## config.mk

```make
export PLATFORM = sky130hd
export DESIGN_NAME = lsu_req_ctrl
export DESIGN_NICKNAME = d
export VERILOG_FILES = /design/src/lsu_pkg.sv /design/src/lsu_req_ctrl.sv
export VERILOG_INCLUDE_DIRS = /design/src
export SDC_FILE = /design/constraint.sdc
export NUM_CORES = 1
export LEC_CHECK = 0
export BUFFER_PORTS_ARGS = -buffer_cell sky130_fd_sc_hd__buf_2
export CORE_MARGIN = 2
export CORE_UTILIZATION = 37
export CTS_CLUSTER_SIZE = 24
export DETAILED_ROUTE_END_ITERATION = 16
export PLACE_DENSITY = 0.84
export RECOVER_POWER = 50
export SLEW_MARGIN = 0
export SYNTH_ARGS = -nofsm -noshare
export SYNTH_HDL_FRONTEND = slang
export SYNTH_SLANG_ARGS = --single-unit
```

## constraint.sdc

```tcl
create_clock -name clk_i -period 2.2 [get_ports clk_i]
set_input_delay 0.44 -clock clk_i [delete_from_list [all_inputs] [get_ports clk_i]]
set_output_delay 0.44 -clock clk_i [all_outputs]
set_load 0.01 [all_outputs]
```

## src/lsu_settings.svh

```systemverilog
`ifndef LSU_SETTINGS_SVH
`define LSU_SETTINGS_SVH

// data path and address width
`define LSU_XLEN 32

// data memory depth in words, byte range limit is 4x this
`define LSU_MEM_WORDS 256

// wait cycles between request rise and grant
`define LSU_MEM_WAIT 1

// accesses allowed between grant and rvalid
`define LSU_MAX_OUTST 2

`endif
```

## src/lsu_pkg.sv

```systemverilog
`include "lsu_settings.svh"

package lsu_pkg;

  // access size, encoded like the ex stage data type
  typedef enum logic [1:0] {
    SizeWord = 2'd0,
    SizeHalf = 2'd1,
    SizeByte = 2'd2
  } lsu_size_e;

  // which part of a command a response belongs to
  typedef enum logic [1:0] {
    PhRegular      = 2'd0,  // whole command in one access
    PhMisalignedLo = 2'd1,  // first word of a split access
    PhMisalignedHi = 2'd2   // second word, completes the command
  } lsu_phase_e;

  typedef struct packed {
    logic                 we;       // store when set
    lsu_size_e            size;
    logic                 sign_ext; // sign extend loads
    logic                 use_off;  // add offset to base
    logic [`LSU_XLEN-1:0] base;
    logic [`LSU_XLEN-1:0] offset;
    logic [`LSU_XLEN-1:0] wdata;    // store data, lsb aligned
  } lsu_cmd_t;

  // what the response stage needs to rebuild one word
  typedef struct packed {
    logic [3:0] mask;
    logic [1:0] shamt;
    lsu_size_e  size;
    logic       sign_ext;
    logic       we;
    lsu_phase_e phase;
    logic       err;
  } lsu_meta_t;

  typedef struct packed {
    logic [`LSU_XLEN-1:0] addr;  // word aligned byte address
    logic                 we;
    logic [3:0]           be;
    logic [`LSU_XLEN-1:0] wdata; // already rotated into lanes
    logic                 err;   // out of range, never sent to memory
    lsu_meta_t            meta;
  } lsu_acc_t;

  typedef struct packed {
    logic [`LSU_XLEN-1:0] rdata;
    logic                 we;
    logic                 err;
  } lsu_rsp_t;

endpackage

```

## src/lsu_req_ctrl.sv

```systemverilog
`timescale 1ns/100ps
`include "lsu_settings.svh"

module lsu_req_ctrl (
  input  logic                 clk_i,
  input  logic                 rst_ni,
  input  logic                 acc_valid_i,
  input  lsu_pkg::lsu_acc_t    acc_i,
  output logic                 acc_ready_o,
  output logic                 data_req_o,
  input  logic                 data_gnt_i,
  input  logic                 data_rvalid_i,
  output logic [`LSU_XLEN-1:0] data_addr_o,
  output logic                 data_we_o,
  output logic [3:0]           data_be_o,
  output logic [`LSU_XLEN-1:0] data_wdata_o,
  output logic                 meta_valid_o,
  output lsu_pkg::lsu_meta_t   meta_o
);
  import lsu_pkg::*;

  localparam int unsigned max_outst = `LSU_MAX_OUTST;
  localparam int unsigned ptr_w     = (max_outst > 1) ? $clog2(max_outst) : 1;
  localparam int unsigned cnt_w     = $clog2(max_outst + 1);

  typedef enum logic [1:0] {
    Idle,    // queue empty, no request
    WaitGnt, // request up, holding for grant
    Drain    // entries waiting for rvalid or error pop
  } req_state_e;

  req_state_e       state_q, state_d;
  lsu_meta_t        queue_q [max_outst]; // one entry per access in flight
  lsu_meta_t        head;
  logic [ptr_w-1:0] wr_ptr_q, rd_ptr_q;
  logic [cnt_w-1:0] cnt_q, cnt_d;
  logic             full, head_err;
  logic             req_fire, err_fire, push, pop;

  assign full = cnt_q == cnt_w'(max_outst);

  // once raised the request stays up until granted
  assign data_req_o = (state_q == WaitGnt) || (acc_valid_i && !acc_i.err && !full);
  assign req_fire   = data_req_o && data_gnt_i;
  assign err_fire   = acc_valid_i && acc_i.err && !full; // bypasses memory

  assign acc_ready_o = req_fire || err_fire;
  assign push        = acc_ready_o;

  // memory side comes straight from the held agu register
  assign data_addr_o  = acc_i.addr;
  assign data_we_o    = acc_i.we;
  assign data_be_o    = acc_i.be;
  assign data_wdata_o = acc_i.wdata;

  assign head     = queue_q[rd_ptr_q];
  assign head_err = (cnt_q != '0) && head.err; // error at head retires alone
  assign pop      = head_err || data_rvalid_i;

  assign meta_valid_o = pop;
  assign meta_o       = head;

  always_comb begin
    cnt_d = cnt_q;
    if (push && !pop) begin
      cnt_d = cnt_q + 1'b1;
    end else if (pop && !push) begin
      cnt_d = cnt_q - 1'b1;
    end
  end

  always_comb begin
    state_d = state_q;
    case (state_q)
      Idle, Drain: begin
        if (data_req_o && !data_gnt_i) begin
          state_d = WaitGnt;
        end else begin
          state_d = (cnt_d == '0) ? Idle : Drain;
        end
      end
      WaitGnt: begin
        if (data_gnt_i) begin
          state_d = (cnt_d == '0) ? Idle : Drain;
        end
      end
      default: state_d = Idle;
    endcase
  end

  always_ff @(posedge clk_i or negedge rst_ni) begin
    if (!rst_ni) begin
      state_q  <= Idle;
      cnt_q    <= '0;
      wr_ptr_q <= '0;
      rd_ptr_q <= '0;
    end else begin
      state_q <= state_d;
      cnt_q   <= cnt_d;
      if (push) begin
        wr_ptr_q <= (wr_ptr_q == ptr_w'(max_outst - 1)) ? '0 : wr_ptr_q + 1'b1;
      end
      if (pop) begin
        rd_ptr_q <= (rd_ptr_q == ptr_w'(max_outst - 1)) ? '0 : rd_ptr_q + 1'b1;
      end
    end
  end

  always_ff @(posedge clk_i) begin
    if (push) begin
      queue_q[wr_ptr_q] <= acc_i.meta;
    end
  end

  a_req_stable: assert property (@(posedge clk_i) disable iff (!rst_ni)
    data_req_o && !data_gnt_i |=> data_req_o
      && $stable({data_addr_o, data_we_o, data_be_o, data_wdata_o}))
    else $error("request fields changed before grant");

  // every rvalid must match a granted entry at the queue head
  a_rvalid_outst: assert property (@(posedge clk_i) disable iff (!rst_ni)
    data_rvalid_i |-> (cnt_q != '0) && !head.err)
    else $error("rvalid with no granted access outstanding");

  a_addr_known: assert property (@(posedge clk_i) disable iff (!rst_ni)
    data_req_o |-> !$isunknown(data_addr_o))
    else $error("request with unknown address");

endmodule

```

==> out/qor.yml <==
ios: 173
cpLargestDelayFamily: "simple AND/OR/NAND/NOR gates"
vias_per_cell: 4.576
via_count: 874
setup_ws_ns: 0.1789
finalCriticalPeriod_ns: 2.021
drt-pass1-iter-count: 4
crit-reg2reg-launch: "cnt_q[0]"
outcome: "complete, no violations"
fillCellCount: 494
path_buf_inv: 2
wire_per_inst_um: 14.44
relSlewSlack_pct: 77.48
drive_above_1_share_pct: 41.94
final-max-slew-violation-count: 0
synthTopCellsByArea: "edfxtp_1 (43%), buf_4 (28%), dfrtp_1 (8.2%)"
die_x_um: 74.29
synth_cell_type_count: 29
critPathLaunchType: "flip-flop"
io_buffers: 34
synthesis.nets: 239
yosys.area.top_type: "edfxtp_1"
muxShareOfSynthArea_pct: 8.214
grt_pass1_wl_mm: 4.222
p_int_uw: 1497
start_util_pct: 38.45
synth_xor_area_share_pct: 1.437
antenna_found_initial: 0
grt_pass1_vias: 885
ys_seq_area_share_pct: 50.92
p_sw_uw: 650.0
core_area_sq_mm: 0.004755
setup_viol: 0
fmax_mhz: 494.8
dieArea_sq_mm: 0.005519
synth_cells: 149
crit_arrival_ns: 1.58
seqPwrFrac_pct: 41.3
drtIter0Drc: 22
min_from: "acc_i[12]"
clkLatencyLatePin_ns: 0.28
clock_power_share_pct: 24.6
synthSimpleGateAreaFrac_pct: 4.175
grt.overflow.total: 0
die_height_um: 74.29
synth_enable_flop_cells: 26
cts_root_buf: "clkbuf_8"
wl_mm: 2.758
crit_start: "cnt_q[0]"
numCtsBuffers: 5
finalHoldViolCount: 0
synth_fa_ha_area_share_pct: 1.369
cp.required_ns: 1.76
swShare_pct: 30.28
synth-seq-cells: 32
antenna_cells: 0
grt_max_degree: 15
synth_compound_area_share_pct: 4.107
synth_area_per_cell_sq_um: 12.27
cts_tree: "yes"
criticalPathCategory: "reg2out"
crit_slowest_cell: "dfrtp_1"
rsz0062_at_grt: "no"
grt_usage_pct: 10.78
h-tree-depth: 2
dp_cells: 182
hp-class: "in2reg"
worstMarginPinSlew_ns: 0.3378
async_reset_ff_share_pct: 18.75
antenna_left: 0
cts_sinks: 32
syn-cell-area_sq_mm: 0.001828
ir_drop_mv: 0.5747
finalCritPeriodShare_pct: 91.87
critical_path.max_fanout: 7
dpl.hpwl_mm: 2.026
crit_path_cell_trace: "inv_1, ha_1, nor2b_2, nand2_2, nand2_1, buf_2"
area_delta_synth_final_pct: -7.529
leakage_uw: 0.0006569
synthFlopType: "edfxtp_1"
nets: 213
pre_cts_slack_ns: 0.3196
skew_ns: 0.003574
synth_top_family_by_area: "buffers and inverters"
max_stage_delay_ns: 0.36
powerDensity_mw_per_mm2: 1270
row_count: 25
maxCapViolations: 0
gp_congestion: 0.7871
ys_warn_count: 0
setup_tns_ns: 0
p_comb_share_pct: 34.1
fin_cells: 191
yosysTopAreaCellShare_pct: 42.71
endpoint_kind: "output port"
clk_pin_slew_ns: 0.07
cts_setup_buffers: 0
clock_path_buffers: 2
drc_errors: 0
registers in the layout, summed over array words and instances, names as in the netlist:
signal    flops
state_q       2
wr_ptr_q      1
queue_q      26
cnt_q         2
rd_ptr_q      1
what timing repair did:
item / in CTS / in global routing
hold buffers: 1 / 0
gates resized for setup: 0 / 3
endpoints found under the setup margin: 0 / 1
endpoints found under the hold margin: 6 / 0
per-layer routing:
| metal | global-route usage [%] | share of wire, % | vias up |
|---|---|---|---|
| met5 | 0 | 0 | - |
| met4 | 7.540 | 2.0 | 0 |
| met3 | 5.962 | 8.8 | 8 |
| met2 | 16.96 | 51 | 69 |
| met1 | 10.87 | 38 | 415 |
| li1 | - | - | 382 |
synth_stat cells (2+ instances only):
cell type and count:
dfrtp_1 6, edfxtp_1 26, buf_4 69, inv_1 3, nor2_1 2, xor2_1 2, nor2b_1 3, ha_1 2
a21oi_1 2, nand2_1 4, mux2_2 12
power by group through the flow:
stage / Sequential (uW) / Combinational [uW] / Clock, uW
after detailed placement: 901 / 730 / 0
final: 886 / 733 / 528
after floorplan: 889 / 613 / 0
after global placement: 887 / 709 / 0
after global routing: 902 / 803 / 574
after CTS: 888 / 738 / 543
final timing paths:
kind | depth (start not counted) | slack, ns | endpoint
worst max-delay path | 6 | 0.18 | acc_ready_o
worst min-delay path | 1 | 0.35 | queue_q[0][12]
worst max register to register | 7 | 0.38 | queue_q[1][8]
worst min register to register | 2 | 0.56 | wr_ptr_q
max in group asynchronous | 2 | 1.37 | rd_ptr_q
min in group asynchronous | 2 | 0.59 | state_q[1]
cells in the final DEF, fill, tap and decap left out, types with 3 or more instances in the layout:
cell       n
buf_2     26
clkbuf_8   5
nand2_1    3
inv_1      3
clkbuf_1   8
mux2_2    12
buf_4      3
dfrtp_1    6
edfxtp_1  26
per-stage QoR:
stage,hold WS [ns],power (uW),util (%),area (sq um)
CTS,0.3372,2169,35.50,1688
finish,0.3495,2147,35.55,1690
detailed placement,0.2727,1631,33.05,1572
global route,0.3267,2280,35.55,1690
global placement,0.2697,1595,33.05,1572
floorplan,0.1444,1502,-,1828
worst reg2reg max path: stages, from the launching register on:
cell,delay [ns]
dfrtp_1,0.36
inv_1,0.09
ha_1,0.21
nor2b_2,0.21
nand2_2,0.14
nand2_1,0.15
and2_1,0.14
buf_4,0.22
layout make-up:
| cell class | count | area, sq um | share of cell area, % |
|---|---|---|---|
| clock buffer | 5 | 68.82 | 4.071 |
| clock inverter | 3 | 37.54 | 2.221 |
| inverter | 3 | 11.26 | 0.6662 |
| multi-input combinational | 43 | 365.4 | 21.61 |
| sequential | 32 | 930.9 | 55.07 |
| tap | 67 | 83.83 | 4.959 |
| timing repair buffer | 38 | 192.7 | 11.40 |
cell families (layout without fill, tap and decap cells):
| group | Yosys count | in the layout |
|---|---|---|
| xor+xnor | 3 | 3 |
| mux | 13 | 13 |
| compound gates | 11 | 11 |
| buf+inv | 74 | 49 |
| fa+ha+maj | 2 | 2 |
| flops | 32 | 32 |
| simple gates | 14 | 14 |
Power figures use the tool's default switching activity.
