`src/lsu_settings.svh`:
```
`ifndef LSU_SETTINGS_SVH
`define LSU_SETTINGS_SVH

// data path and address width
`define LSU_XLEN 32

// data memory depth in words, byte range limit is 4x this
`define LSU_MEM_WORDS 256

// wait cycles between request rise and grant
`define LSU_MEM_WAIT 1

// accesses allowed between grant and rvalid
`define LSU_MAX_OUTST 2

`endif
```
`src/lsu_pkg.sv`:
```
`include "lsu_settings.svh"

package lsu_pkg;

  // access size, encoded like the ex stage data type
  typedef enum logic [1:0] {
    SizeWord = 2'd0,
    SizeHalf = 2'd1,
    SizeByte = 2'd2
  } lsu_size_e;

  // which part of a command a response belongs to
  typedef enum logic [1:0] {
    PhRegular      = 2'd0,  // whole command in one access
    PhMisalignedLo = 2'd1,  // first word of a split access
    PhMisalignedHi = 2'd2   // second word, completes the command
  } lsu_phase_e;

  typedef struct packed {
    logic                 we;       // store when set
    lsu_size_e            size;
    logic                 sign_ext; // sign extend loads
    logic                 use_off;  // add offset to base
    logic [`LSU_XLEN-1:0] base;
    logic [`LSU_XLEN-1:0] offset;
    logic [`LSU_XLEN-1:0] wdata;    // store data, lsb aligned
  } lsu_cmd_t;

  // what the response stage needs to rebuild one word
  typedef struct packed {
    logic [3:0] mask;
    logic [1:0] shamt;
    lsu_size_e  size;
    logic       sign_ext;
    logic       we;
    lsu_phase_e phase;
    logic       err;
  } lsu_meta_t;

  typedef struct packed {
    logic [`LSU_XLEN-1:0] addr;  // word aligned byte address
    logic                 we;
    logic [3:0]           be;
    logic [`LSU_XLEN-1:0] wdata; // already rotated into lanes
    logic                 err;   // out of range, never sent to memory
    lsu_meta_t            meta;
  } lsu_acc_t;

  typedef struct packed {
    logic [`LSU_XLEN-1:0] rdata;
    logic                 we;
    logic                 err;
  } lsu_rsp_t;

endpackage

```
`src/lsu_agu.sv`:
```
`timescale 1ns/100ps
`include "lsu_settings.svh"

module lsu_agu (
  input  logic              clk_i,
  input  logic              rst_ni,
  input  logic              cmd_valid_i,
  input  lsu_pkg::lsu_cmd_t cmd_i,
  output logic              cmd_ready_o,
  output logic              acc_valid_o,
  output lsu_pkg::lsu_acc_t acc_o,
  input  logic              acc_ready_i
);
  import lsu_pkg::*;

  localparam logic [`LSU_XLEN-1:0] addr_limit = `LSU_XLEN'(4 * `LSU_MEM_WORDS);

  typedef enum logic {
    Single, // next command may enter
    Second  // high half of a split access still to go
  } agu_state_e;

  agu_state_e           state_q;
  logic                 acc_valid_q;
  lsu_acc_t             acc_q, hi_q;   // current access and parked high half
  lsu_acc_t             acc_lo, acc_hi;
  logic [`LSU_XLEN-1:0] addr, addr_lo, addr_hi;
  logic [`LSU_XLEN-1:0] wdata_rot;
  logic [1:0]           shamt;
  logic [3:0]           be_base;
  logic [7:0]           be_wide;       // enable before truncation to one word
  logic                 misaligned;
  logic                 cmd_fire, acc_fire;

  assign addr    = cmd_i.use_off ? cmd_i.base + cmd_i.offset : cmd_i.base;
  assign shamt   = addr[1:0];
  assign addr_lo = {addr[`LSU_XLEN-1:2], 2'b00};
  assign addr_hi = addr_lo + `LSU_XLEN'(4); // next word

  always_comb begin
    case (cmd_i.size)
      SizeByte: be_base = 4'b0001;
      SizeHalf: be_base = 4'b0011;
      default:  be_base = 4'b1111;
    endcase
  end
  assign be_wide = {4'b0000, be_base} << shamt; // upper nibble spills into next word

  // rotate store data left so each byte lands on its lane
  always_comb begin
    case (shamt)
      2'd1:    wdata_rot = {cmd_i.wdata[23:0], cmd_i.wdata[31:24]};
      2'd2:    wdata_rot = {cmd_i.wdata[15:0], cmd_i.wdata[31:16]};
      2'd3:    wdata_rot = {cmd_i.wdata[7:0],  cmd_i.wdata[31:8]};
      default: wdata_rot = cmd_i.wdata;
    endcase
  end

  assign misaligned = ((cmd_i.size == SizeWord) && (shamt != 2'd0))
                   || ((cmd_i.size == SizeHalf) && (shamt == 2'd3));

  always_comb begin
    acc_lo.addr          = addr_lo;
    acc_lo.we            = cmd_i.we;
    acc_lo.be            = be_wide[3:0];
    acc_lo.wdata         = wdata_rot;
    acc_lo.err           = addr >= addr_limit;
    acc_lo.meta.mask     = be_wide[3:0];
    acc_lo.meta.shamt    = shamt;
    acc_lo.meta.size     = cmd_i.size;
    acc_lo.meta.sign_ext = cmd_i.sign_ext;
    acc_lo.meta.we       = cmd_i.we;
    acc_lo.meta.phase    = misaligned ? PhMisalignedLo : PhRegular;
    acc_lo.meta.err      = acc_lo.err;

    // high half shares the rotated data, only its lanes differ
    acc_hi            = acc_lo;
    acc_hi.addr       = addr_hi;
    acc_hi.be         = be_wide[7:4];
    acc_hi.err        = acc_lo.err || (addr_hi >= addr_limit); // catches wrap too
    acc_hi.meta.mask  = be_wide[7:4];
    acc_hi.meta.phase = PhMisalignedHi;
    acc_hi.meta.err   = acc_hi.err;
  end

  assign cmd_ready_o = (state_q == Single) && (!acc_valid_q || acc_ready_i);
  assign cmd_fire    = cmd_valid_i && cmd_ready_o;
  assign acc_fire    = acc_valid_q && acc_ready_i;

  always_ff @(posedge clk_i or negedge rst_ni) begin
    if (!rst_ni) begin
      state_q     <= Single;
      acc_valid_q <= 1'b0;
    end else if (cmd_fire) begin
      acc_valid_q <= 1'b1;
      state_q     <= misaligned ? Second : Single;
    end else if (acc_fire) begin
      if (state_q == Second) begin
        state_q <= Single; // valid stays up for the high half
      end else begin
        acc_valid_q <= 1'b0;
      end
    end
  end

  always_ff @(posedge clk_i) begin
    if (cmd_fire) begin
      acc_q <= acc_lo;
      hi_q  <= acc_hi;
    end else if (acc_fire && (state_q == Second)) begin
      acc_q <= hi_q;
    end
  end

  assign acc_valid_o = acc_valid_q;
  assign acc_o       = acc_q;

  // a stalled access must wait unchanged, req_ctrl drives memory straight from it
  a_acc_stable: assert property (@(posedge clk_i) disable iff (!rst_ni)
    acc_valid_o && !acc_ready_i |=> acc_valid_o && $stable(acc_o))
    else $error("access changed while stalled");

endmodule

```
`config.mk`:
```
export PLATFORM = sky130hd
export DESIGN_NAME = lsu_agu
export DESIGN_NICKNAME = d
export VERILOG_FILES = /design/src/lsu_pkg.sv /design/src/lsu_agu.sv
export VERILOG_INCLUDE_DIRS = /design/src
export SDC_FILE = /design/constraint.sdc
export NUM_CORES = 1
export LEC_CHECK = 0
export ABC_AREA = 1
export BUFFER_PORTS_ARGS = -buffer_cell sky130_fd_sc_hd__buf_2
export CAP_MARGIN = 20
export CORE_ASPECT_RATIO = 1.75
export CORE_UTILIZATION = 57
export DETAILED_ROUTE_END_ITERATION = 6
export GPL_TIMING_DRIVEN = 0
export PLACE_DENSITY = 0.83
export SLEW_MARGIN = 20
export SYNTH_ARGS = -nofsm -noshare
export SYNTH_HDL_FRONTEND = slang
export SYNTH_SLANG_ARGS = --single-unit
```
`constraint.sdc`:
```
create_clock -name clk_i -period 4.64 [get_ports clk_i]
set_input_delay 0.928 -clock clk_i [delete_from_list [all_inputs] [get_ports clk_i]]
set_output_delay 0.928 -clock clk_i [all_outputs]
set_load 0.1 [all_outputs]
```
==> metrics.txt, run 1 <==
outcome=completed; initial antenna violation count=0; Multi-input gate area=5110 sq um; ys flop type=edfxtp_1; most common cell in the netlist=nand2_1; yosys synthesis warning count=0; DIE AREA=18900 sq um; Worst setup SP type=input port; clk_lat worst skew=0.43 ns; RSZ-0062 raised after global routing=false; Synth top cells by count=579 x nand2_1, 171 x inv_1, 147 x edfxtp_1, 95 x nand3_1, 75 x nor2_1; GP Congestion=0.901; asr flop ratio synth=1.34%; Yosys cell types=47; Clock Sinks=149; Critical Path Fanout Max=10; Boundary Pins=190; final worst path period need=3.80 ns; vias in the first global route=9824; crit path cell chain=buf_2 -> ha_1 -> inv_1 -> fa_1 -> nand2_1 -> o21ai_1 -> inv_2 -> nor2_2 -> inv_2 -> clkbuf_1 -> o2111ai_1 -> nand2_1 -> nand2_1; Worst path top cell family by delay=buffers and inverters; share of cells above drive strength 1=20.1%; slowest stage delay, CP=0.57 ns; buffers and inverters on the worst path=5; critical path type=input port to flop; DR pass1 iterations=5; CTS tree=yes; CTS resizes=0; Die H=181 microns; Max-Cap Viols=0; Mapped Cells=1413; Post CTS Setup Buffer Count=0; Leakage Power=6.04 nW; first-pass GRT wire length=47800 microns; Slew Viols, Final=0; starting density of the core=58.3%; Core Rows=65; WL final=31000 microns; Worst Hold Class=input port to asynchronous set/reset pin; Slew HR=48.2%; area of the core=18000 sq um; Via density=5.48; #FFs+latches synth=149; clk root buf=clkbuf_16; GR Overflow Total=0; DR DRC count=0; worst vdd ir=525 uV; port bufs=187; Layout fillers=1588; P&R area growth vs syn=18.1%; largest net degree at the start of global routing=44; largest area contributor in the netlist=edfxtp_1; Vias=10.2k; Avg Cell Area, Syn=7.41 sq um; final core occ=68.9%; cell area after layout=12400 sq um; Clock transition at path regs=0.06 ns; Fin. Hold Viols=0; most frequent CP cell=nand2_1; Least-Margin Pin Slew=0.777 ns; number of H-tree levels=4; top-area cell type share of the netlist area=42.1%; Worst Clk Skew=0.00852 ns; Num CTS Buffers=17; die width=104 microns; clk buf depth=2; largest cells by area after synthesis=edfxtp_1 42%, nand2_1 21%, inv_1 6.1%; Reg area=4460 sq um; NumNets Final=1763; Setup TNS=0 ns; worst path arrival time=4.10 ns; DRT iter0 DRCs=638; hpwl dp=24300 microns; Seq/Total Area, Yosys=42.6%; setup violators final=0; routed len/inst=16.6 microns; Final ANT Viol Nets=0; highest-delay cell along the critical path=o2111ai_1; placed cell areas=11800 sq um; # hold bufs at CTS=0; CP endpoint kind=flop; final period utilization=82.0%; power per cell area=575 nW/um^2; gr usage total=33.1%; area of the mapped netlist=10500 sq um; Post-synth EDFFs=147; fmax=263 MHz; Worst Path Required=4.94 ns
==> flip-flops by register name, indices dropped and copies added (netlist names) <==
register,flops
acc_o,75
state_q,1
hi_q,72
acc_valid_o,1
==> layout by cell type, fill, tap and decap left out, drive strengths merged <==
master / count
clkinv: 11
xor2: 14
nor3: 6
o21ai: 59
bufinv: 4
xnor2: 2
inv: 183
and2: 3
nor2: 97
conb: 2
o21bai: 1
edfxtp: 147
clkbuf: 39
o221ai: 3
nand3b: 2
a31oi: 1
o21a: 2
o22ai: 2
a21boi: 1
or2: 19
o31ai: 1
fa: 1
diode: 1
o211ai: 1
nand3: 109
o2111ai: 27
a21oi: 29
nand2: 597
clkinvlp: 1
buf: 213
a22oi: 1
a22o: 2
nand4: 18
dfrtp: 2
ha: 35
==> per-stage QoR <==
stage	std cells	setup slack, ns	hold slack, ns	power (mW)
finish	1870	0.836	0.279	7.12
CTS	1869	0.919	0.265	7.12
floorplan	1414	0.00484	0.489	4.97
global placement	1835	0.529	0.500	5.61
global route	1869	0.721	0.266	7.38
detailed placement	1837	0.514	0.503	5.68
==> power by group <==
part           leakage (nW)  internal [mW]  total [mW]  switching [mW]
combinational          4.31          0.576        3.52            2.94
sequential             1.42           2.04        2.16           0.116
clock                 0.299          0.895        1.44           0.550
==> worst reg2reg max path, cell delays in order (launching register included) <==
cell,delay [ns]
dfrtp_1,0.40
a21oi_1,0.11
nand2_1,0.19
clkbuf_1,0.49
buf_1,0.45
nand2_4,0.41
buf_12,0.33
==> area by class of cell <==
cell class                      instances  share of cell area [%]
Antenna cell                            1                  0.0202
Buffer                                 45                    1.75
Clock buffer                           18                    3.47
Clock inverter                         14                    1.50
Inverter                              185                    5.63
Multi-Input combinational cell       1035                    41.3
Sequential cell                       149                    36.1
Tap cell                              234                    2.37
Timing Repair Buffer                  189                    7.89
==> metal layers <==
layer  wire length (microns)  share of wire (%)  track usage (%)
met1                   10800                 35             32.9
met2                   16800                 54             63.3
met3                    1590                5.1             4.00
met4                    1800                5.8             21.9
met5                       0                  0                0
==> cells by family (layout without fill, tap and decap cells) <==
kind of cell | Yosys count | after routing | synth area share, %
AOI/OAI and AO/OA | 130 | 130 | 7.67
xor gates and xnor gates | 16 | 16 | 1.34
adders and majority gates | 36 | 36 | 4.37
buffers and inverters | 230 | 451 | 8.68
DFF | 149 | 149 | 42.6
other | 1 | 3 | 0.0358
and+or+nand+nor | 851 | 851 | 35.3
==> path summary, 6_finish.rpt <==
check                            startpoint           to  slack (ns)  cells past startpoint
worst max-delay path              cmd_i[64]    acc_o[32]        0.84                     13
worst min-delay path                 rst_ni      state_q        0.28                      1
worst max register to register  acc_valid_o    acc_o[53]        1.96                      6
worst min register to register     hi_q[38]    acc_o[38]        0.52                      2
max in group asynchronous            rst_ni  acc_valid_o        4.26                      1
min in group clk_i                 hi_q[38]    acc_o[38]        0.52                      2
No activity file was read; power rests on OpenSTA's default activity.
==> run 2, diff against run 1 <==
==> constraint.sdc (replaced) <==
create_clock -name clk_i -period 3.69 [get_ports clk_i]
set_input_delay 0.738 -clock clk_i [delete_from_list [all_inputs] [get_ports clk_i]]
set_output_delay 0.738 -clock clk_i [all_outputs]
set_load 0.1 [all_outputs]
==> metrics.txt, run 2 (synthesis results as in run 1) <==
outcome=completed; Post CTS Setup Buffer Count=0; first-pass GRT wire length=47700 microns; Max-Cap Viols=0; critical path type=input port to flop; final cell count without fillers=1870; number of H-tree levels=4; CP endpoint kind=flop; P&R area growth vs syn=18.7%; Critical Path Fanout Max=5; clk root buf=clkbuf_16; final core occ=69.2%; Fin. Hold Viols=0; commonest non-fill, non-tap cell in the layout=nand2_1; Inserted Diodes=0; Clock transition at path regs=0.06 ns; CTS resizes=0; internal power=4.51 mW; GR Overflow Total=0; vias in the first global route=9784; Sw Share=50.1%; DR DRC count=0; final period utilization=94.4%; worst vdd ir=578 uV; area of the core=18000 sq um; Clock power frac=21.0%; final worst path period need=3.48 ns; Final ANT Viol Nets=0; Clock Sinks=149; die width=104 microns; worst path arrival time=3.68 ns; DR pass1 iterations=7; NumNets Final=1771; routed len/inst=16.2 microns; Worst Clk Skew=0.0148 ns; Least-Margin Pin Slew=0.687 ns; clk buf depth=3; RSZ-0062 raised after global routing=false; Worst setup SP type=input port; DIE AREA=18900 sq um; Leakage Power=6.06 nW; power per cell area=726 nW/um^2; Worst Hold Class=input port to asynchronous set/reset pin; # hold bufs at CTS=0; Worst Path Required=3.89 ns; port bufs=187; Slew Viols, Final=0; WL final=30300 microns; Post-Place Cells=1837; CTS tree=yes; Boundary Pins=190; share of cells above drive strength 1=20.0%; GP Congestion=0.981; hpwl dp=23900 microns; DRT iter0 DRCs=668; largest net degree at the start of global routing=49; starting density of the core=58.3%; max FFs per register=75; gr usage total=32.5%; Via density=5.50; Slew HR=54.2%; sequential power share=30.1%; initial antenna violation count=0; Core Rows=65; Gate power share=48.9%; Total Power=9.02 mW; most frequent cells in the layout=578 x nand2_1, 198 x buf_2, 171 x inv_1; fmax=287 MHz; Switch Pwr=4.52 mW; Vias=10.3k; setup violators final=0; Num CTS Buffers=25; Die H=181 microns; clk_lat worst skew=0.46 ns
run 2: cell types whose count changed in the layout (fill, tap and decap cells not counted), sizes merged:
cell,before,now
clkinv,11,5
bufinv,4,0
clkbuf,39,50
diode,1,0
run 2: layer usage:
layer | share of wire [%] | track usage (%) | vias to the layer above
li1 | - | - | 5031
met1 | 34 | 32.9 | 4671
met2 | 53 | 60.3 | 471
met3 | 5.6 | 3.86 | 119
met4 | 7.1 | 23.8 | 0
met5 | 0 | 0 | -
run 2: final timing paths:
check                      slack [ns]          end  cells past startpoint         from
max in group asynchronous        3.55      state_q                      1       rst_ni
min                              0.05  acc_valid_o                      1       rst_ni
max                              0.21    acc_o[13]                     17    cmd_i[64]
max reg2reg                      0.96    acc_o[46]                      6  acc_valid_o
min in group clk_i               0.47      hi_q[4]                      1    cmd_i[97]
min reg2reg                      0.52    acc_o[16]                      2     hi_q[16]
run 2: power groups by stage:
stage | clock network (mW) | logic (mW) | registers [mW]
CTS | 1.89 | 4.42 | 2.71
global placement | 0 | 4.31 | 2.75
finish | 1.90 | 4.42 | 2.71
floorplan | 0 | 1.43 | 4.84
detailed placement | 0 | 4.40 | 2.74
global route | 1.97 | 4.65 | 2.75
run 2: area by class of cell:
class	instances	area (sq um)
flip-flops and latches	149	4460
fillers	1584	5540
repair buffers	189	976
clock inverters	4	21.3
multi-input cells	1035	5120
plain buffers	45	216
inverters	185	697
clock buffers	29	641
well taps	234	293
run 2: worst max-delay path, cell delays in order:
cell,delay [ns]
buf_2,0.11
ha_1,0.25
inv_1,0.08
fa_1,0.39
inv_1,0.12
nand3_1,0.10
nand2_1,0.10
nand3_1,0.13
nand3_1,0.19
nand2_1,0.14
o21ai_0,0.27
xor2_1,0.19
nand2_1,0.06
o21ai_0,0.26
nand4_1,0.25
nor2_1,0.22
o21ai_1,0.09
run 2: metrics by stage:
stage | area [sq um] | setup slack [ns] | hold WS (ns) | setup TNS, ns
detailed placement | 11800 | -0.192 | 0.502 | -2.18
global route | 12400 | 0.00955 | 0.0398 | 0
CTS | 12400 | 0.276 | 0.0430 | 0
finish | 12400 | 0.206 | 0.0472 | 0
global placement | 11700 | -0.225 | 0.500 | -17.60
floorplan | 10500 | 0.135 | 0.442 | 0
==> run 3, diff against run 2 <==
--- a/config.mk
+++ b/config.mk
@@ -6,13 +6,12 @@
 export SDC_FILE = /design/constraint.sdc
 export NUM_CORES = 1
 export LEC_CHECK = 0
-export ABC_AREA = 1
+export ABC_AREA = 0
 export BUFFER_PORTS_ARGS = -buffer_cell sky130_fd_sc_hd__buf_2
 export CAP_MARGIN = 20
 export CORE_ASPECT_RATIO = 1.75
-export CORE_UTILIZATION = 57
+export CORE_UTILIZATION = 56
 export DETAILED_ROUTE_END_ITERATION = 6
-export GPL_TIMING_DRIVEN = 0
 export PLACE_DENSITY = 0.83
 export SLEW_MARGIN = 20
 export SYNTH_ARGS = -nofsm -noshare
==> metrics.txt, run 3 <==
Clock Sinks=149; Worst Path Required=3.88 ns; Critical Path Fanout Max=2; clk buf depth=3; port bufs=187; WL final=26000 microns; Worst Hold Class=input port to asynchronous set/reset pin; Mapped Cells=952; largest area contributor in the netlist=edfxtp_1; DR DRC count=0; DIE AREA=17400 sq um; internal power=4.32 mW; yosys synthesis warning count=0; max FFs per register=75; Worst path top cell family by delay=simple AND/OR/NAND/NOR gates; Place WS=-0.533 ns; area of the core=16400 sq um; setup ws final=0.0327 ns; final worst path period need=3.66 ns; Max-Cap Viols=0; highest-delay cell along the critical path=or4b_4; power per cell area=589 nW/um^2; buffers and inverters on the worst path=3; Worst Clk Skew=0.0195 ns; Num CTS Buffers=25; CTS tree=yes; Slew HR=45.9%; clk_lat worst skew=0.46 ns; RSZ-0062 raised after global routing=true; final cell count without fillers=1509; Synth top cells by count=205 x nand2_1, 147 x edfxtp_1, 71 x mux2i_1, 50 x nor2_1, 48 x o21ai_0; commonest non-fill, non-tap cell in the layout=nand2_1; Final ANT Viol Nets=0; setup violators final=0; Switch Pwr=3.12 mW; final period utilization=99.1%; met1 GRT Util=31.3%; Setup TNS=0 ns; slowest stage delay, CP=0.50 ns; vias in the first global route=8852; die width=100 microns; Gate power share=42.0%; Fin. Hold Viols=0; first-pass GRT wire length=41300 microns; CP endpoint kind=flop; routed len/inst=17.2 microns; crit path cell chain=buf_2 -> ha_4 -> inv_2 -> fa_2 -> and2b_2 -> nor3_2 -> a21oi_2 -> inv_2 -> ha_4 -> nand3b_1 -> nor3_2 -> or4b_4 -> or3_1 -> a2111o_1 -> a211oi_2 -> nand3_1; sequential power share=32.0%; Avg Cell Area, Syn=9.94 sq um; Vias=8696; Least-Margin Pin Slew=0.811 ns; Inserted Diodes=0; NumNets Final=1422; Total Power=7.44 mW; #FFs+latches synth=149; fmax=273 MHz; GR Overflow Total=0; P&R area growth vs syn=33.7%; Post-synth EDFFs=147; Worst setup SP type=input port; Leakage Power=5.49 nW; Boundary Pins=190; DRT iter0 DRCs=459; largest net degree at the start of global routing=99; share of cells above drive strength 1=34.3%; Yosys cell types=82; Slew Viols, Final=0; starting density of the core=57.5%; Clock transition at path regs=0.05 ns; global-route met3 utilization=3.34%; most frequent cells in the layout=204 x nand2_1, 186 x buf_2, 166 x buf_4; gr usage total=30.1%; area of the mapped netlist=9460 sq um; Clock power frac=26.0%; worst vdd ir=394 uV; Core Rows=62; initial antenna violation count=0; top-area cell type share of the netlist area=46.6%; Seq/Total Area, Yosys=47.2%; GRT busiest layer=met2; clk root buf=clkbuf_16; met2 Use GR=57.4%; asr flop ratio synth=1.34%; Via density=5.76; GP Congestion=0.861; most common cell in the netlist=nand2_1; outcome=completed; number of H-tree levels=4; critical path type=input port to flop; Die H=174 microns; ys flop type=edfxtp_1; # hold bufs at CTS=0; DR pass1 iterations=5; Sw Share=42.0%; largest cells by area after synthesis=edfxtp_1 47%, nand2_1 8.1%, mux2i_1 7.5%; Post-Place Cells=1476; worst path arrival time=3.85 ns; hpwl dp=19400 microns
## run 3: cell count changes after synthesis, moves of 14 or more
cell and delta:
nand3_1 -74, mux2i_1 +71, nor2_2 -14, xnor2_1 +20, nand2_2 -16, inv_1 -157
nor3_1 +17, a21o_1 +14, nor2_1 -25, o2111ai_1 -22, or2_2 -19, nand2_1 -374
## run 3: cell type report
type                    instances  area (sq um)
multi-input cells             734          4940
flip-flops and latches        149          4460
fillers                      1158          3800
repair buffers                354          2220
clock buffers                  26           629
well taps                     224           280
inverters                      17          66.3
clock inverters                 5          50.0
## run 3: power by group through the flow
| stage | clock network, mW | registers (mW) | logic [mW] |
|---|---|---|---|
| 6_report | 1.94 | 2.38 | 3.13 |
| 5_1_grt | 2.02 | 2.41 | 3.29 |
| 3_3_place_gp | 0 | 2.40 | 3.03 |
| 4_1_cts | 1.95 | 2.38 | 3.10 |
| 2_1_floorplan | 0 | 3.68 | 1.05 |
| 3_5_place_dp | 0 | 2.41 | 3.08 |
## run 3: repair_timing
item,CTS,global route
setup endpoints to repair,1,9
resized for setup,4,21
buffers inserted,0,2
hold endpoints to repair,0,0
pin swaps,2,12
## run 3: cells by family after synthesis
kind of cell	count (synthesis)	synth area share [%]
flip-flops	149	47.2
AND/OR/NAND/NOR	392	19.4
buffers and inverters	70	3.25
multiplexers	72	7.63
other	1	0.0396
adder cells (fa/ha/maj)	36	4.84
AO/OA/AOI/OAI	199	14.6
XOR/XNOR	33	3.05
## run 3: metrics by stage
step           utilization, %  hold WS, ns  area [sq um]
3_5_place_dp             71.9        0.504         11800
6_report                 76.9       0.0560         12600
3_3_place_gp             71.9        0.495         11800
5_1_grt                  76.9       0.0450         12600
4_1_cts                  76.1       0.0456         12500
2_1_floorplan               -        0.442          9580
## run 3: final timing paths
check | cells after the start | slack [ns] | startpoint | endpoint
max | 16 | 0.03 | cmd_i[32] | hi_q[0]
min | 1 | 0.06 | rst_ni | acc_valid_o
max reg2reg | 5 | 1.54 | acc_valid_o | hi_q[18]
min reg2reg | 2 | 0.52 | hi_q[69] | acc_o[69]
max in group asynchronous | 1 | 3.54 | rst_ni | state_q
min in group clk_i | 1 | 0.47 | cmd_i[97] | hi_q[4]
## run 3: worst reg2reg max path, stage by stage, from the launching register on
cell	delay, ns
dfrtp_1	0.41
nor2b_1	0.18
nor2_2	0.12
nand2_2	0.10
inv_4	0.58
buf_4	0.43
## run 3: routing by layer
layer  wire length (microns)  vias up  part of all wire [%]
li1                        -     4185                     -
met1                    9380     4110                    36
met2                   14300      321                    55
met3                    1110       80                   4.2
met4                    1250        0                   4.8
met5                       0        -                     0
