[src/lsu_settings.svh]
`ifndef LSU_SETTINGS_SVH
`define LSU_SETTINGS_SVH

// data path and address width
`define LSU_XLEN 32

// data memory depth in words, byte range limit is 4x this
`define LSU_MEM_WORDS 256

// wait cycles between request rise and grant
`define LSU_MEM_WAIT 1

// accesses allowed between grant and rvalid
`define LSU_MAX_OUTST 2

`endif
[src/lsu_pkg.sv]
`include "lsu_settings.svh"

package lsu_pkg;

  // access size, encoded like the ex stage data type
  typedef enum logic [1:0] {
    SizeWord = 2'd0,
    SizeHalf = 2'd1,
    SizeByte = 2'd2
  } lsu_size_e;

  // which part of a command a response belongs to
  typedef enum logic [1:0] {
    PhRegular      = 2'd0,  // whole command in one access
    PhMisalignedLo = 2'd1,  // first word of a split access
    PhMisalignedHi = 2'd2   // second word, completes the command
  } lsu_phase_e;

  typedef struct packed {
    logic                 we;       // store when set
    lsu_size_e            size;
    logic                 sign_ext; // sign extend loads
    logic                 use_off;  // add offset to base
    logic [`LSU_XLEN-1:0] base;
    logic [`LSU_XLEN-1:0] offset;
    logic [`LSU_XLEN-1:0] wdata;    // store data, lsb aligned
  } lsu_cmd_t;

  // what the response stage needs to rebuild one word
  typedef struct packed {
    logic [3:0] mask;
    logic [1:0] shamt;
    lsu_size_e  size;
    logic       sign_ext;
    logic       we;
    lsu_phase_e phase;
    logic       err;
  } lsu_meta_t;

  typedef struct packed {
    logic [`LSU_XLEN-1:0] addr;  // word aligned byte address
    logic                 we;
    logic [3:0]           be;
    logic [`LSU_XLEN-1:0] wdata; // already rotated into lanes
    logic                 err;   // out of range, never sent to memory
    lsu_meta_t            meta;
  } lsu_acc_t;

  typedef struct packed {
    logic [`LSU_XLEN-1:0] rdata;
    logic                 we;
    logic                 err;
  } lsu_rsp_t;

endpackage

[src/lsu_rdata_align.sv]
`timescale 1ns/100ps
`include "lsu_settings.svh"

module lsu_rdata_align (
  input  logic                 clk_i,
  input  logic                 rst_ni,
  input  logic                 meta_valid_i,
  input  lsu_pkg::lsu_meta_t   meta_i,
  input  logic [`LSU_XLEN-1:0] data_rdata_i,
  output logic                 rsp_valid_o,
  output lsu_pkg::lsu_rsp_t    rsp_o
);
  import lsu_pkg::*;

  logic [`LSU_XLEN-1:0] mask_bits, masked, word, ext_word;
  logic [`LSU_XLEN-1:0] part_q;     // low half of a split load
  logic                 err_q;      // low half hit an error
  logic                 lo_pend_q;  // low half seen, high half due
  logic                 is_lo, is_hi, ext_bit, rsp_err;
  logic                 rsp_valid_q;
  lsu_rsp_t             rsp_d, rsp_q;

  assign is_lo = meta_i.phase == PhMisalignedLo;
  assign is_hi = meta_i.phase == PhMisalignedHi;

  assign mask_bits = {{8{meta_i.mask[3]}}, {8{meta_i.mask[2]}},
                      {8{meta_i.mask[1]}}, {8{meta_i.mask[0]}}};
  assign masked    = data_rdata_i & mask_bits;

  always_comb begin
    if (is_hi) begin
      // high bytes sit at the bottom of the next word, move them up past the low part
      word = (masked << {3'd4 - {1'b0, meta_i.shamt}, 3'b000}) | part_q;
    end else begin
      word = masked >> {meta_i.shamt, 3'b000};
    end
  end

  always_comb begin
    case (meta_i.size)
      SizeByte: begin
        ext_bit  = meta_i.sign_ext && word[7];
        ext_word = {{24{ext_bit}}, word[7:0]};
      end
      SizeHalf: begin
        ext_bit  = meta_i.sign_ext && word[15];
        ext_word = {{16{ext_bit}}, word[15:0]};
      end
      default: begin
        ext_bit  = 1'b0; // word needs no extension
        ext_word = word;
      end
    endcase
  end

  assign rsp_err     = meta_i.err || (is_hi && err_q);
  assign rsp_d.rdata = (rsp_err || meta_i.we) ? '0 : ext_word; // stores return zero
  assign rsp_d.we    = meta_i.we;
  assign rsp_d.err   = rsp_err;

  always_ff @(posedge clk_i or negedge rst_ni) begin
    if (!rst_ni) begin
      rsp_valid_q <= 1'b0;
      err_q       <= 1'b0;
      lo_pend_q   <= 1'b0;
    end else begin
      rsp_valid_q <= meta_valid_i && !is_lo; // low half never answers alone
      if (meta_valid_i) begin
        lo_pend_q <= is_lo;
        if (is_lo) begin
          err_q <= meta_i.err;
        end
      end
    end
  end

  always_ff @(posedge clk_i) begin
    if (meta_valid_i && is_lo) begin
      part_q <= word;
    end
    if (meta_valid_i && !is_lo) begin
      rsp_q <= rsp_d;
    end
  end

  assign rsp_valid_o = rsp_valid_q;
  assign rsp_o       = rsp_q;

  // split halves arrive back to back in the queue order set by the agu
  a_split_pair: assert property (@(posedge clk_i) disable iff (!rst_ni)
    meta_valid_i |-> (is_hi == lo_pend_q))
    else $error("split access halves out of order");

endmodule

[config.mk]
export PLATFORM = sky130hd
export DESIGN_NAME = lsu_rdata_align
export DESIGN_NICKNAME = d
export VERILOG_FILES = /design/src/lsu_pkg.sv /design/src/lsu_rdata_align.sv
export VERILOG_INCLUDE_DIRS = /design/src
export SDC_FILE = /design/constraint.sdc
export NUM_CORES = 1
export LEC_CHECK = 0
export BUFFER_PORTS_ARGS = -buffer_cell sky130_fd_sc_hd__buf_2
export CAP_MARGIN = 20
export CORE_MARGIN = 1
export CORE_UTILIZATION = 50
export DETAILED_ROUTE_END_ITERATION = 10
export MAX_ROUTING_LAYER = met4
export PLACE_DENSITY = 0.77
export SLEW_MARGIN = 20
export SYNTH_ARGS = -nofsm -noshare
export SYNTH_HDL_FRONTEND = slang
export SYNTH_SLANG_ARGS = --single-unit
[constraint.sdc]
create_clock -name clk_i -period 1.55 [get_ports clk_i]
set_clock_uncertainty 0.1 [all_clocks]
set_input_delay 0 -clock clk_i [delete_from_list [all_inputs] [get_ports clk_i]]
set_output_delay 0 -clock clk_i [all_outputs]
set_load 0.01 [all_outputs]
==> qor.log, run 1 <==
[status] result of the run finished with violations
[status] violations in the final reports negative setup slack
[placed_design] number of placed cells counting well taps 606
[routing] detailed router's first-iteration violation count 331
[global_routing] met3 Usage GRT 4.81%
[routing] number of routed nets with antenna violations 0
[clock_network] clock tree from TritonCTS built
[cells_and_area] Fillers 606
[power_and_ir_drop] Sw Pwr 1.24 mW
[clock_network] worst-skew pair later-pin latency 0.35 ns
[power_and_ir_drop] leakage power of the design 2.24 nW
[power_and_ir_drop] post-layout total power 4.68 mW
[min_path] hold path startpoint meta_valid_i
[routing] DR WL/cell 19.4 um
[global_routing] number of antenna violations at the first check in global routing 0
[clock_network] maximum clock insertion buffer count 2
[cells_and_area] post-synthesis to final-layout area growth 29.8%
[synth] post-synthesis register bit count 68
[placed_design] placed cell area 4930 um^2
[cells_and_area] post-layout net count 574
[cells_and_area] final std cells w/o fill 630
[clock_network] maximum level of the CTS H-tree 3
[sta] Final period util 118%
[global_routing] global-route wire length before repair 19,000 um
[sta] Peak Freq 0.545 GHz
[sta] post-route setup TNS -5.80 ns
[sta] Slew Limit Fails 0
[sta] Tightest Pin Transition 0.600 ns
[floorplan] num ports 83
[power_and_ir_drop] relative contribution of combinational cells to total power 20.5%
[critical_path] worst reg2reg path startpoint part_q[7]
[global_routing] fraction of met1 tracks used by global routing 39.7%
[synth] EDFF count, synth 66
[placed_design] half-perimeter wire length after detailed placement 8470 um
[power_and_ir_drop] Power per Cell Area 887 nW/um^2
[routing] Via Count 3,893
[floorplan] core region area 7810 um^2
[synth] Yosys cell types 52
[floorplan] standard-cell row count 32
[synth] netlist area before placement 4070 um^2
[critical_path] type of element launching the critical path flop
[global_routing] most congested layer reported by global routing met2
[critical_path] crit path max fanout 6
[critical_path] Reg2Reg Depth 5
[cells_and_area] share of cells above drive strength 1 34.3%
[synth] sequential cell area fraction in the yosys report 50.0%
[critical_path] worst flop-to-flop path endpoint rsp_o[18]
[global_routing] remaining global-route overflow 0
[global_routing] global-route usage over all layers 30.6%
[min_path] WHS Path Cells 3
[synth] Avg Cell Area, Syn 10.1 um^2
[power_and_ir_drop] relative contribution of sequential cells to total power 45.9%
[synth] share of the synthesized area in the top cell type 48.7%
[routing] Via-to-Cell Ratio 6.18
[sta] Worst slew margin 59.6%
[synth] Synth area leader edfxtp_1
[global_routing] grt met2 use 48.5%
[floorplan] Die Span Y 92.2 um
[sta] count of endpoints failing setup in the final report 24
[synth] Ys Warns 0
[min_path] worst hold endpoint rsp_valid_o
[synth] most frequent cell after synthesis edfxtp_1
[placed_design] gp weighted congestion 0.862
[floorplan] DIE AREA 8500 um^2
[sta] unrepaired setup endpoints after global routing true
[placed_design] number of input and output port buffers inserted 82
[placed_design] pre-CTS setup slack -0.444 ns
[power_and_ir_drop] internal cell power 3.44 mW
[global_routing] number of global-route vias before repair 3,768
[synth] cell types occupying the most area after synthesis edfxtp_1, o21ai_0, a21oi_1, nand3_1, o211ai_1
[sta] crit path setup slack, layout -0.284 ns
[sta] clock period minus final worst setup slack 1.83 ns
[clock_network] root buf cell clkbuf_8
[routing] final routed DRC violation total 0
[critical_path] class of the most critical setup path reg2reg
[power_and_ir_drop] Switching Fraction 26.4%
[cells_and_area] Post-Route Utilization 67.6%
[floorplan] effective utilization at floorplan 52.1%
[min_path] Min-Delay Path Class in2reg
[cells_and_area] design area 5280 um^2
[cells_and_area] ant diodes 0
[flow_run] # Max-Cap Violations 0
[critical_path] setup slack, reg-to-reg -0.28 ns
[synth] synthesized netlist net count 453
[critical_path] required time of the critical path 1.55 ns
[power_and_ir_drop] peak ir drop on the vdd network 0.000521 V
[routing] Final Routed Wirelength 12,200 um
[synth] Primary FF master, synth edfxtp_1
[global_routing] pin count of the biggest net entering global routing 41
[synth] most common library cells after synthesis edfxtp_1, o21ai_0, a21oi_1
[power_and_ir_drop] Clk network pwr share 33.6%
[clock_network] clock-pin slew reported for the worst setup and hold paths after clock tree synthesis 0.07 ns
[clock_network] total number of clock tree sinks 68
[critical_path] endpoint class of the critical path flop
[sta] number of hold-slack violations in the final timing report 0
[sta] final hold slack 0.0368 ns
[synth] Cells after Synth 402
[clock_network] TritonCTS Buffers 9
[routing] first-pass detailed-route iteration total 5
[synth] fraction of registers with async set/reset 2.94%
[critical_path] Data arrival, critical path 1.84 ns
[floorplan] Die Span X 92.2 um
critical path, cell delays in order (launching register included):
cell and delay [ns]:
edfxtp_1 0.40, a21o_1 0.21, a221oi_4 0.31, a2bb2oi_2 0.19, buf_4 0.16, a21bo_2 0.22
routing by layer:
layer  up-vias  part of all wire, %  wire, um
li1       1790                    -         -
met4         0                  2.1       257
met3        29                  7.2       883
met2       204                   48      5900
met5         -                    0         0
met1      1870                   42      5180
state kept, by name (all words and copies together), names as in the netlist:
signal / cells
err_q: 1
part_q: 32
rsp_o: 34
rsp_valid_o: 1
power groups by stage:
stage	sequential, mW	clock (mW)	combinational, mW
floorplan	2.22	0	0.483
global placement	2.19	0	0.877
detailed placement	2.19	0	0.897
CTS	2.15	1.59	0.921
global route	2.16	1.65	1.03
finish	2.15	1.57	0.960
cells in the final DEF, fill, tap and decap left out, drive strengths merged, types with 3 or more instances in the layout:
cell type / count
a211oi: 3
a21bo: 16
a21o: 10
a21oi: 33
a221oi: 8
a31oi: 6
and2: 9
buf: 139
clkbuf: 15
dlygate4sd3: 6
edfxtp: 66
ha: 3
inv: 7
mux2i: 4
nand2: 31
nand2b: 4
nand3: 30
nand3b: 10
nor2: 15
nor2b: 3
nor4: 4
o211ai: 16
o21ai: 54
o22ai: 4
o2bb2ai: 11
cells by family after synthesis:
group                      Yosys count  share of synthesized area (%)
muxes                                5                           1.26
and+or+nand+nor                    114                           15.1
adders and majority gates            3                          0.923
buffers and inverters               42                           4.89
AOI/OAI and AO/OA                  170                           27.8
DFF                                 68                           50.0
how the worst max path moves through the flow:
stage / cells after the start / startpoint / slack [ns] / end
5_1_grt: 5 / part_q[7] / -0.31 / rsp_o[33]
3_5_place_dp: 9 / meta_i[8] / -0.44 / rsp_o[23]
6_report: 5 / part_q[7] / -0.28 / rsp_o[18]
3_3_place_gp: 9 / meta_i[8] / -0.35 / rsp_o[28]
4_1_cts: 5 / part_q[7] / -0.26 / rsp_o[23]
2_1_floorplan: 12 / meta_i[7] / -0.66 / rsp_o[23]
repair_timing:
item,in CTS,in global routing
resized for setup,4,5
hold buffers,6,0
pin swaps,1,4
buffers inserted,2,2
endpoints found under the hold margin,7,0
endpoints found under the setup margin,24,24
area by class of cell:
class                           count  area [um^2]  share of cell area, %
Inverter                            7         28.8                  0.545
Sequential cell                    68         2030                   38.5
Timing Repair Buffer              145          931                   17.6
Tap cell                          102          128                   2.42
Multi-Input combinational cell    292         1940                   36.8
Clock inverter                      1         30.0                  0.569
Clock buffer                       15          186                   3.53
Note: power is estimated with default switching activity, not from simulation.
==> run 2, diff against run 1 <==
==> constraint.sdc (replaced) <==
create_clock -name clk_i -period 1.55 [get_ports clk_i]
set_clock_uncertainty 0.1 [all_clocks]
set_input_delay 0.155 -clock clk_i [delete_from_list [all_inputs] [get_ports clk_i]]
set_output_delay 0.155 -clock clk_i [all_outputs]
set_load 0.01 [all_outputs]
==> run 2 against run 1 <==
  * The run still ends with negative setup slack left
  * Clock-buffer cell count decreased by 5
  * Utilization up 0.080 points
  * Cell count unchanged
  * Fmax is 2.5% higher
  * Critical path type unchanged
  * Critical endpoint is now rsp_o[20]
  * Highest routed layer unchanged
==> qor.log, run 2 (synthesis gave the netlist of run 1 again) <==
[critical_path] type of element launching the critical path flop
[floorplan] Die Span X 92.2 um [unchanged]
[power_and_ir_drop] Power per Cell Area 859 nW/um^2 [-3.1%]
[global_routing] number of antenna violations at the first check in global routing 0 [unchanged]
[critical_path] delay of the slowest critical-path stage 0.38 ns [-0.02 ns]
[critical_path] chain of cells forming the critical path a21o_1, a221oi_4, a2bb2oi_4, buf_4, a21bo_2
[routing] first-pass detailed-route iteration total 5 [unchanged]
[critical_path] cell class contributing the biggest share of worst-path delay compound AO/OA/AOI/OAI gates
[floorplan] effective utilization at floorplan 52.1% [unchanged]
[routing] DR WL/cell 19.2 um [-1.3%]
[critical_path] Buf+Inv Stages, Crit Path 1 [unchanged]
[placed_design] number of placed cells counting well taps 609 [+0.50%]
[critical_path] endpoint class of the critical path flop
[sta] unrepaired setup endpoints after global routing true
[critical_path] class of the most critical setup path reg2reg
[routing] final routed DRC violation total 0 [unchanged]
[sta] Slew Limit Fails 0 [unchanged]
[routing] number of routed nets with antenna violations 0 [unchanged]
[cells_and_area] post-layout net count 575 [+0.17%]
[placed_design] gp weighted congestion 0.923 [+7.1%]
[critical_path] Data arrival, critical path 1.80 ns [-0.04 ns]
[sta] Worst slew margin 63.6% [+4.1 points]
[floorplan] standard-cell row count 32 [unchanged]
[floorplan] Die Span Y 92.2 um [unchanged]
[routing] detailed router's first-iteration violation count 324 [-2.1%]
[floorplan] DIE AREA 8500 um^2 [unchanged]
[cells_and_area] Post-Route Utilization 67.7% [+0.080 points]
[clock_network] maximum level of the CTS H-tree 3 [unchanged]
[global_routing] met3 Usage GRT 6.05% [+1.2 points]
[cells_and_area] most common cell after layout, fill and taps aside buf_2
[sta] count of endpoints failing setup in the final report 24 [unchanged]
[global_routing] global-route usage over all layers 31.0% [+0.40 points]
[routing] Via Count 3,842 [-1.3%]
[sta] Tightest Pin Transition 0.545 ns [-0.0556 ns]
[placed_design] number of input and output port buffers inserted 82 [unchanged]
[clock_network] clock tree from TritonCTS built
[placed_design] half-perimeter wire length after detailed placement 8810 um [+4.0%]
[sta] post-route setup TNS -5.00 ns [+0.793 ns]
[floorplan] core region area 7810 um^2 [unchanged]
[clock_network] total number of clock tree sinks 68 [unchanged]
[sta] Peak Freq 0.559 GHz [+2.5%]
[cells_and_area] highest-count cells in the layout ignoring fill and taps buf_2, edfxtp_1, buf_4
[cells_and_area] ant diodes 0 [unchanged]
[critical_path] required time of the critical path 1.56 ns [about the same]
[cells_and_area] final std cells w/o fill 630 [unchanged]
[status] violations in the final reports negative setup slack
[floorplan] num ports 83 [unchanged]
[sta] clock period minus final worst setup slack 1.79 ns [-0.0442 ns]
[status] result of the run finished with violations
[power_and_ir_drop] peak ir drop on the vdd network 0.000594 V [+14%]
[global_routing] grt met2 use 47.2% [-1.3 points]
[critical_path] crit path max fanout 6 [unchanged]
[routing] Final Routed Wirelength 12,100 um [-1.3%]
[global_routing] number of global-route vias before repair 3,826 [+1.5%]
[cells_and_area] post-synthesis to final-layout area growth 29.9%
[global_routing] most congested layer reported by global routing met2
[sta] Final period util 115% [-2.9 points]
[clock_network] maximum clock insertion buffer count 2 [unchanged]
[critical_path] slowest library cell on the worst path edfxtp_1
[clock_network] root buf cell clkbuf_8
[global_routing] global-route wire length before repair 19,500 um [+2.5%]
[global_routing] fraction of met1 tracks used by global routing 40.5% [+0.81 points]
[global_routing] pin count of the biggest net entering global routing 46 [+12%]
[global_routing] remaining global-route overflow 0 [unchanged]
[routing] Via-to-Cell Ratio 6.10 [-1.3%]
[placed_design] placed cell area 4970 um^2 [+0.74%]
[sta] crit path setup slack, layout -0.240 ns [+0.0442 ns]
[clock_network] TritonCTS Buffers 9 [unchanged]
[sta] number of hold-slack violations in the final timing report 0 [unchanged]
[flow_run] # Max-Cap Violations 0 [unchanged]
[cells_and_area] flip-flop count of the largest register, all copies and words added 34 [unchanged]
[cells_and_area] design area 5290 um^2 [+0.12%]
[min_path] Min-Delay Path Class in2async
[clock_network] clock-pin slew reported for the worst setup and hold paths after clock tree synthesis 0.08 ns [about the same]
[power_and_ir_drop] leakage power of the design 2.25 nW [+0.22%]
[cells_and_area] share of cells above drive strength 1 36.7% [+2.5 points]
[clock_network] worst-skew pair later-pin latency 0.35 ns [about the same]
[power_and_ir_drop] post-layout total power 4.54 mW [-3.0%]
run 2: cell count changes in the layout (fill, tap and decap cells not counted), moves of 2 or more:
cell           delta
dlygate4sd3_1     -5
clkbuf_8          -4
o21ai_0           -4
buf_4             +3
clkinv_2          +3
buf_12            +2
o21ai_1           +2
o21ai_2           +2
run 2: metal layers:
metal | routed length, um | vias to the layer above
li1 | - | 1789
met1 | 5100 | 1795
met2 | 5510 | 214
met3 | 1030 | 44
met4 | 423 | 0
met5 | 0 | -
run 2: what timing repair did:
item	CTS	global route
gates resized for setup	15	5
pin swaps	4	2
endpoints found under the hold margin	2	0
buffers inserted	5	0
hold buffers	1	0
setup endpoints to repair	39	32
gates cloned	0	0
run 2: worst paths after layout:
| kind | from | endpoint | slack, ns | cells past startpoint |
|---|---|---|---|---|
| min in group clk_i | meta_i[3] | rsp_o[1] | 0.03 | 2 |
| min | rst_ni | err_q | 0.009 | 2 |
| max in group asynchronous | rst_ni | rsp_valid_o | 1.24 | 2 |
| max | part_q[7] | rsp_o[20] | -0.24 | 5 |
| min reg2reg | part_q[22] | part_q[22] | 0.47 | 2 |
| max reg2reg | part_q[7] | rsp_o[20] | -0.24 | 5 |
run 2: area by class of cell:
type	instances	area (um^2)
Fill cell	602	2520
Multi-Input combinational cell	292	1950
Clock buffer	10	128
Sequential cell	68	2030
Timing Repair Buffer	146	965
Inverter	7	28.8
Clock inverter	5	53.8
Tap cell	102	128
run 2: stage by stage:
stage | worst slack, ns | hold slack [ns]
after global placement | -0.765 | -0.160
after detailed placement | -0.890 | -0.157
after floorplan | -0.819 | -0.241
after global routing | -0.318 | 0.00862
after CTS | -0.242 | 0.0170
final | -0.240 | 0.00908
run 2: worst register-to-register path: cells and delay by family (launching register included):
family,cells,cell delay (ns)
flops,1,0.38
compound gates,4,0.92
buf+inv,1,0.16
run 2: report_power, final:
group | total [mW] | internal, mW | switching (mW)
combinational | 0.980 | 0.413 | 0.566
sequential | 2.15 | 2.12 | 0.0226
clock | 1.41 | 0.729 | 0.686
==> run 3, diff against run 2 <==
ABC_AREA = 1   (was not set)
CTS_BUF_LIST = sky130_fd_sc_hd__clkbuf_4 sky130_fd_sc_hd__clkbuf_8   (was not set)
PLACE_DENSITY = 0.76   (was 0.77)
==> run 3 against run 2 <==
  * The flow now finishes without violations
  * Power increased by 5.9%
  * Die area is 1.7% higher
  * Utilization rose by 0.64 points
  * Flip-flop and latch count is the same
  * Sequential share of layout area fell by 0.56 points
  * Global-route usage grew 0.20 points
  * Worst hold slack better by 0.023 ns
  * Clock-buffer cell count stayed put
  * Non-clock buffer count shrank 4
  * Sequential power about the same
  * Combinational power rose by 4%
  * Critical endpoint is now rsp_o[8]
  * Highest routed layer unchanged
==> qor.log, run 3 <==
[critical_path] delay of the slowest critical-path stage 0.54 ns [+0.16 ns]
[clock_network] total number of clock tree sinks 68 [unchanged]
[synth] post-synthesis register bit count 68 [unchanged]
[placed_design] number of input and output port buffers inserted 82 [unchanged]
[critical_path] class of the most critical setup path in2reg
[min_path] Min-Delay Path Class in2async
[placed_design] gp weighted congestion 0.921 [-0.21%]
[power_and_ir_drop] peak ir drop on the vdd network 0.000675 V [+14%]
[cells_and_area] post-synthesis to final-layout area growth 29.5%
[clock_network] maximum level of the CTS H-tree 3 [unchanged]
[cells_and_area] highest-count cells in the layout ignoring fill and taps nand2_1, buf_2, edfxtp_1
[critical_path] endpoint class of the critical path flop
[cells_and_area] Fillers 681 [+13%]
[synth] Yosys cell types 26 [-50%]
[clock_network] maximum clock insertion buffer count 2 [unchanged]
[sta] Worst slew margin 78.5% [+15 points]
[placed_design] pre-CTS setup slack -0.265 ns [+0.625 ns]
[sta] Peak Freq 0.669 GHz [+20%]
[power_and_ir_drop] Power per Cell Area 897 nW/um^2 [+4.4%]
[global_routing] number of global-route vias before repair 3,938 [+2.9%]
[global_routing] number of antenna violations at the first check in global routing 0 [unchanged]
[synth] fraction of registers with async set/reset 2.94% [unchanged]
[global_routing] global-route wire length before repair 19,800 um [+1.4%]
[clock_network] worst-skew pair later-pin latency 0.34 ns [about the same]
[floorplan] standard-cell row count 32 [unchanged]
[sta] crit path setup slack, layout 0.0545 ns [+0.294 ns]
[routing] detailed router's first-iteration violation count 264 [-19%]
[flow_run] # Max-Cap Violations 0 [unchanged]
[sta] final hold slack 0.0320 ns [+0.0229 ns]
[routing] number of routed nets with antenna violations 0 [unchanged]
[critical_path] slowest library cell on the worst path dlygate4sd3_1
[routing] Via Count 4,001 [+4.1%]
[sta] post-route setup TNS 0 ns [+5.00 ns]
[clock_network] root buf cell clkbuf_8
[global_routing] remaining global-route overflow 0 [unchanged]
[routing] first-pass detailed-route iteration total 5 [unchanged]
[sta] number of hold-slack violations in the final timing report 0 [unchanged]
[floorplan] Die Span Y 93.0 um [+0.87%]
[global_routing] global-route usage over all layers 31.2% [+0.20 points]
[synth] Avg Cell Area, Syn 8.09 um^2 [-20%]
[placed_design] number of placed cells counting well taps 723 [+19%]
[global_routing] pin count of the biggest net entering global routing 36 [-22%]
[synth] netlist area before placement 4140 um^2 [+1.8%]
[critical_path] crit path max fanout 32 [+26]
[routing] final routed DRC violation total 0 [unchanged]
[synth] EDFF count, synth 66 [unchanged]
[sta] Tightest Pin Transition 0.320 ns [-0.224 ns]
[sta] clock period minus final worst setup slack 1.50 ns [-0.294 ns]
[cells_and_area] design area 5360 um^2 [+1.5%]
[sta] unrepaired setup endpoints after global routing false
[floorplan] DIE AREA 8650 um^2 [+1.7%]
[cells_and_area] most common cell after layout, fill and taps aside nand2_1
[synth] share of the synthesized area in the top cell type 47.9% [-0.85 points]
[routing] Final Routed Wirelength 12,500 um [+3.5%]
[synth] most frequent cell after synthesis nand2_1
[sta] Slew Limit Fails 0 [unchanged]
[placed_design] placed cell area 5080 um^2 [+2.2%]
[floorplan] effective utilization at floorplan 52.8% [+0.66 points]
[routing] DR WL/cell 16.8 um [-12%]
[critical_path] chain of cells forming the critical path dlygate4sd3_1, buf_2, o21bai_1, or2_1, buf_12, a31oi_1
[clock_network] clock tree from TritonCTS built
[floorplan] Die Span X 93.0 um [+0.87%]
[cells_and_area] final std cells w/o fill 743 [+18%]
[status] result of the run finished, final reports clean
[floorplan] num ports 83 [unchanged]
[critical_path] Data arrival, critical path 1.58 ns [-0.22 ns]
[synth] Primary FF master, synth edfxtp_1
[sta] count of endpoints failing setup in the final report 0 [-100%]
[synth] most common library cells after synthesis nand2_1, edfxtp_1, nand3_1
[placed_design] half-perimeter wire length after detailed placement 9090 um [+3.2%]
[synth] cell types occupying the most area after synthesis edfxtp_1, nand2_1, nand3_1, a21oi_1, nor2_1
[routing] Via-to-Cell Ratio 5.38 [-12%]
[synth] Synth area leader edfxtp_1
[cells_and_area] ant diodes 0 [unchanged]
[synth] sequential cell area fraction in the yosys report 49.1% [-0.88 points]
[critical_path] Buf+Inv Stages, Crit Path 3 [+2]
[power_and_ir_drop] leakage power of the design 2.46 nW [+9.5%]
[cells_and_area] post-layout net count 687 [+19%]
[floorplan] core region area 7850 um^2 [+0.51%]
[critical_path] required time of the critical path 1.63 ns [+0.07 ns]
[synth] Ys Warns 0 [unchanged]
[critical_path] type of element launching the critical path input pin
[cells_and_area] flip-flop count of the largest register, all copies and words added 34 [unchanged]
[sta] Final period util 96.5% [-19 points]
[clock_network] clock-pin slew reported for the worst setup and hold paths after clock tree synthesis 0.08 ns [about the same]
[clock_network] TritonCTS Buffers 9 [unchanged]
[cells_and_area] share of cells above drive strength 1 30.3% [-6.5 points]
[critical_path] cell class contributing the biggest share of worst-path delay buffers and inverters
[synth] Cells after Synth 512 [+27%]
[synth] synthesized netlist net count 563 [+24%]
[run 3: cell types whose count changed after synthesis, sizes merged, moves of 12 or more]
cell,before,now
nand3,30,69
nor2,15,33
o211ai,16,0
a21bo,16,0
clkbuf,20,2
inv,7,28
buf,15,27
nand2,31,203
o21ai,54,27
[run 3: layout make-up]
| cell class | instances | area [um^2] | share of cell area (%) |
|---|---|---|---|
| Multi-Input combinational cell | 387 | 1850 | 34.5 |
| Sequential cell | 68 | 2030 | 37.9 |
| Tap cell | 102 | 128 | 2.38 |
| Clock inverter | 6 | 86.3 | 1.61 |
| Timing Repair Buffer | 142 | 1010 | 18.9 |
| Clock buffer | 10 | 138 | 2.57 |
| Inverter | 28 | 118 | 2.19 |
[run 3: worst paths after layout]
check / slack [ns] / startpoint / depth (start not counted) / to
min reg2reg: 0.48 / err_q / 2 / err_q
max reg2reg: 0.07 / part_q[15] / 7 / rsp_o[24]
min: 0.03 / rst_ni / 2 / rsp_valid_o
max in group asynchronous: 1.22 / rst_ni / 2 / err_q
min in group clk_i: 0.14 / data_rdata_i[31] / 3 / part_q[31]
max: 0.05 / meta_i[0] / 6 / rsp_o[8]
[run 3: logic make-up (layout without fill, tap and decap cells)]
kind of cell / after synthesis / count (layout) / share of synthesized area, %
simple gates: 317 / 317 / 33.7
flops: 68 / 68 / 49.1
compound gates: 67 / 67 / 9.28
buf+inv: 57 / 186 / 7.04
fa+ha+maj: 3 / 3 / 0.907
[run 3: per-layer routing]
metal | up-vias | share of wire, % | GRT usage [%]
met3 | 36 | 6.6 | 4.07
met2 | 191 | 45 | 46.2
met5 | - | 0 | -
met4 | 0 | 3.4 | 14.6
met1 | 1800 | 45 | 42.7
li1 | 1974 | - | -
[run 3: timing repair]
| item | CTS | global route |
|---|---|---|
| resized for setup | 0 | 3 |
| endpoints found under the hold margin | 4 | 0 |
| hold buffers | 3 | 0 |
| setup buffers | 0 | 0 |
| endpoints found under the setup margin | 0 | 3 |
[run 3: power by group]
group	internal (mW)	switching, mW	total (mW)
logic	0.402	0.623	1.02
registers	2.12	0.0199	2.14
clock network	0.950	0.698	1.65
[run 3: stage by stage]
step | util [%] | total power, mW
CTS | 68.0 | 4.81
floorplan | - | 2.73
global route | 68.3 | 4.99
finish | 68.3 | 4.81
detailed placement | 64.7 | 3.17
global placement | 64.7 | 3.16
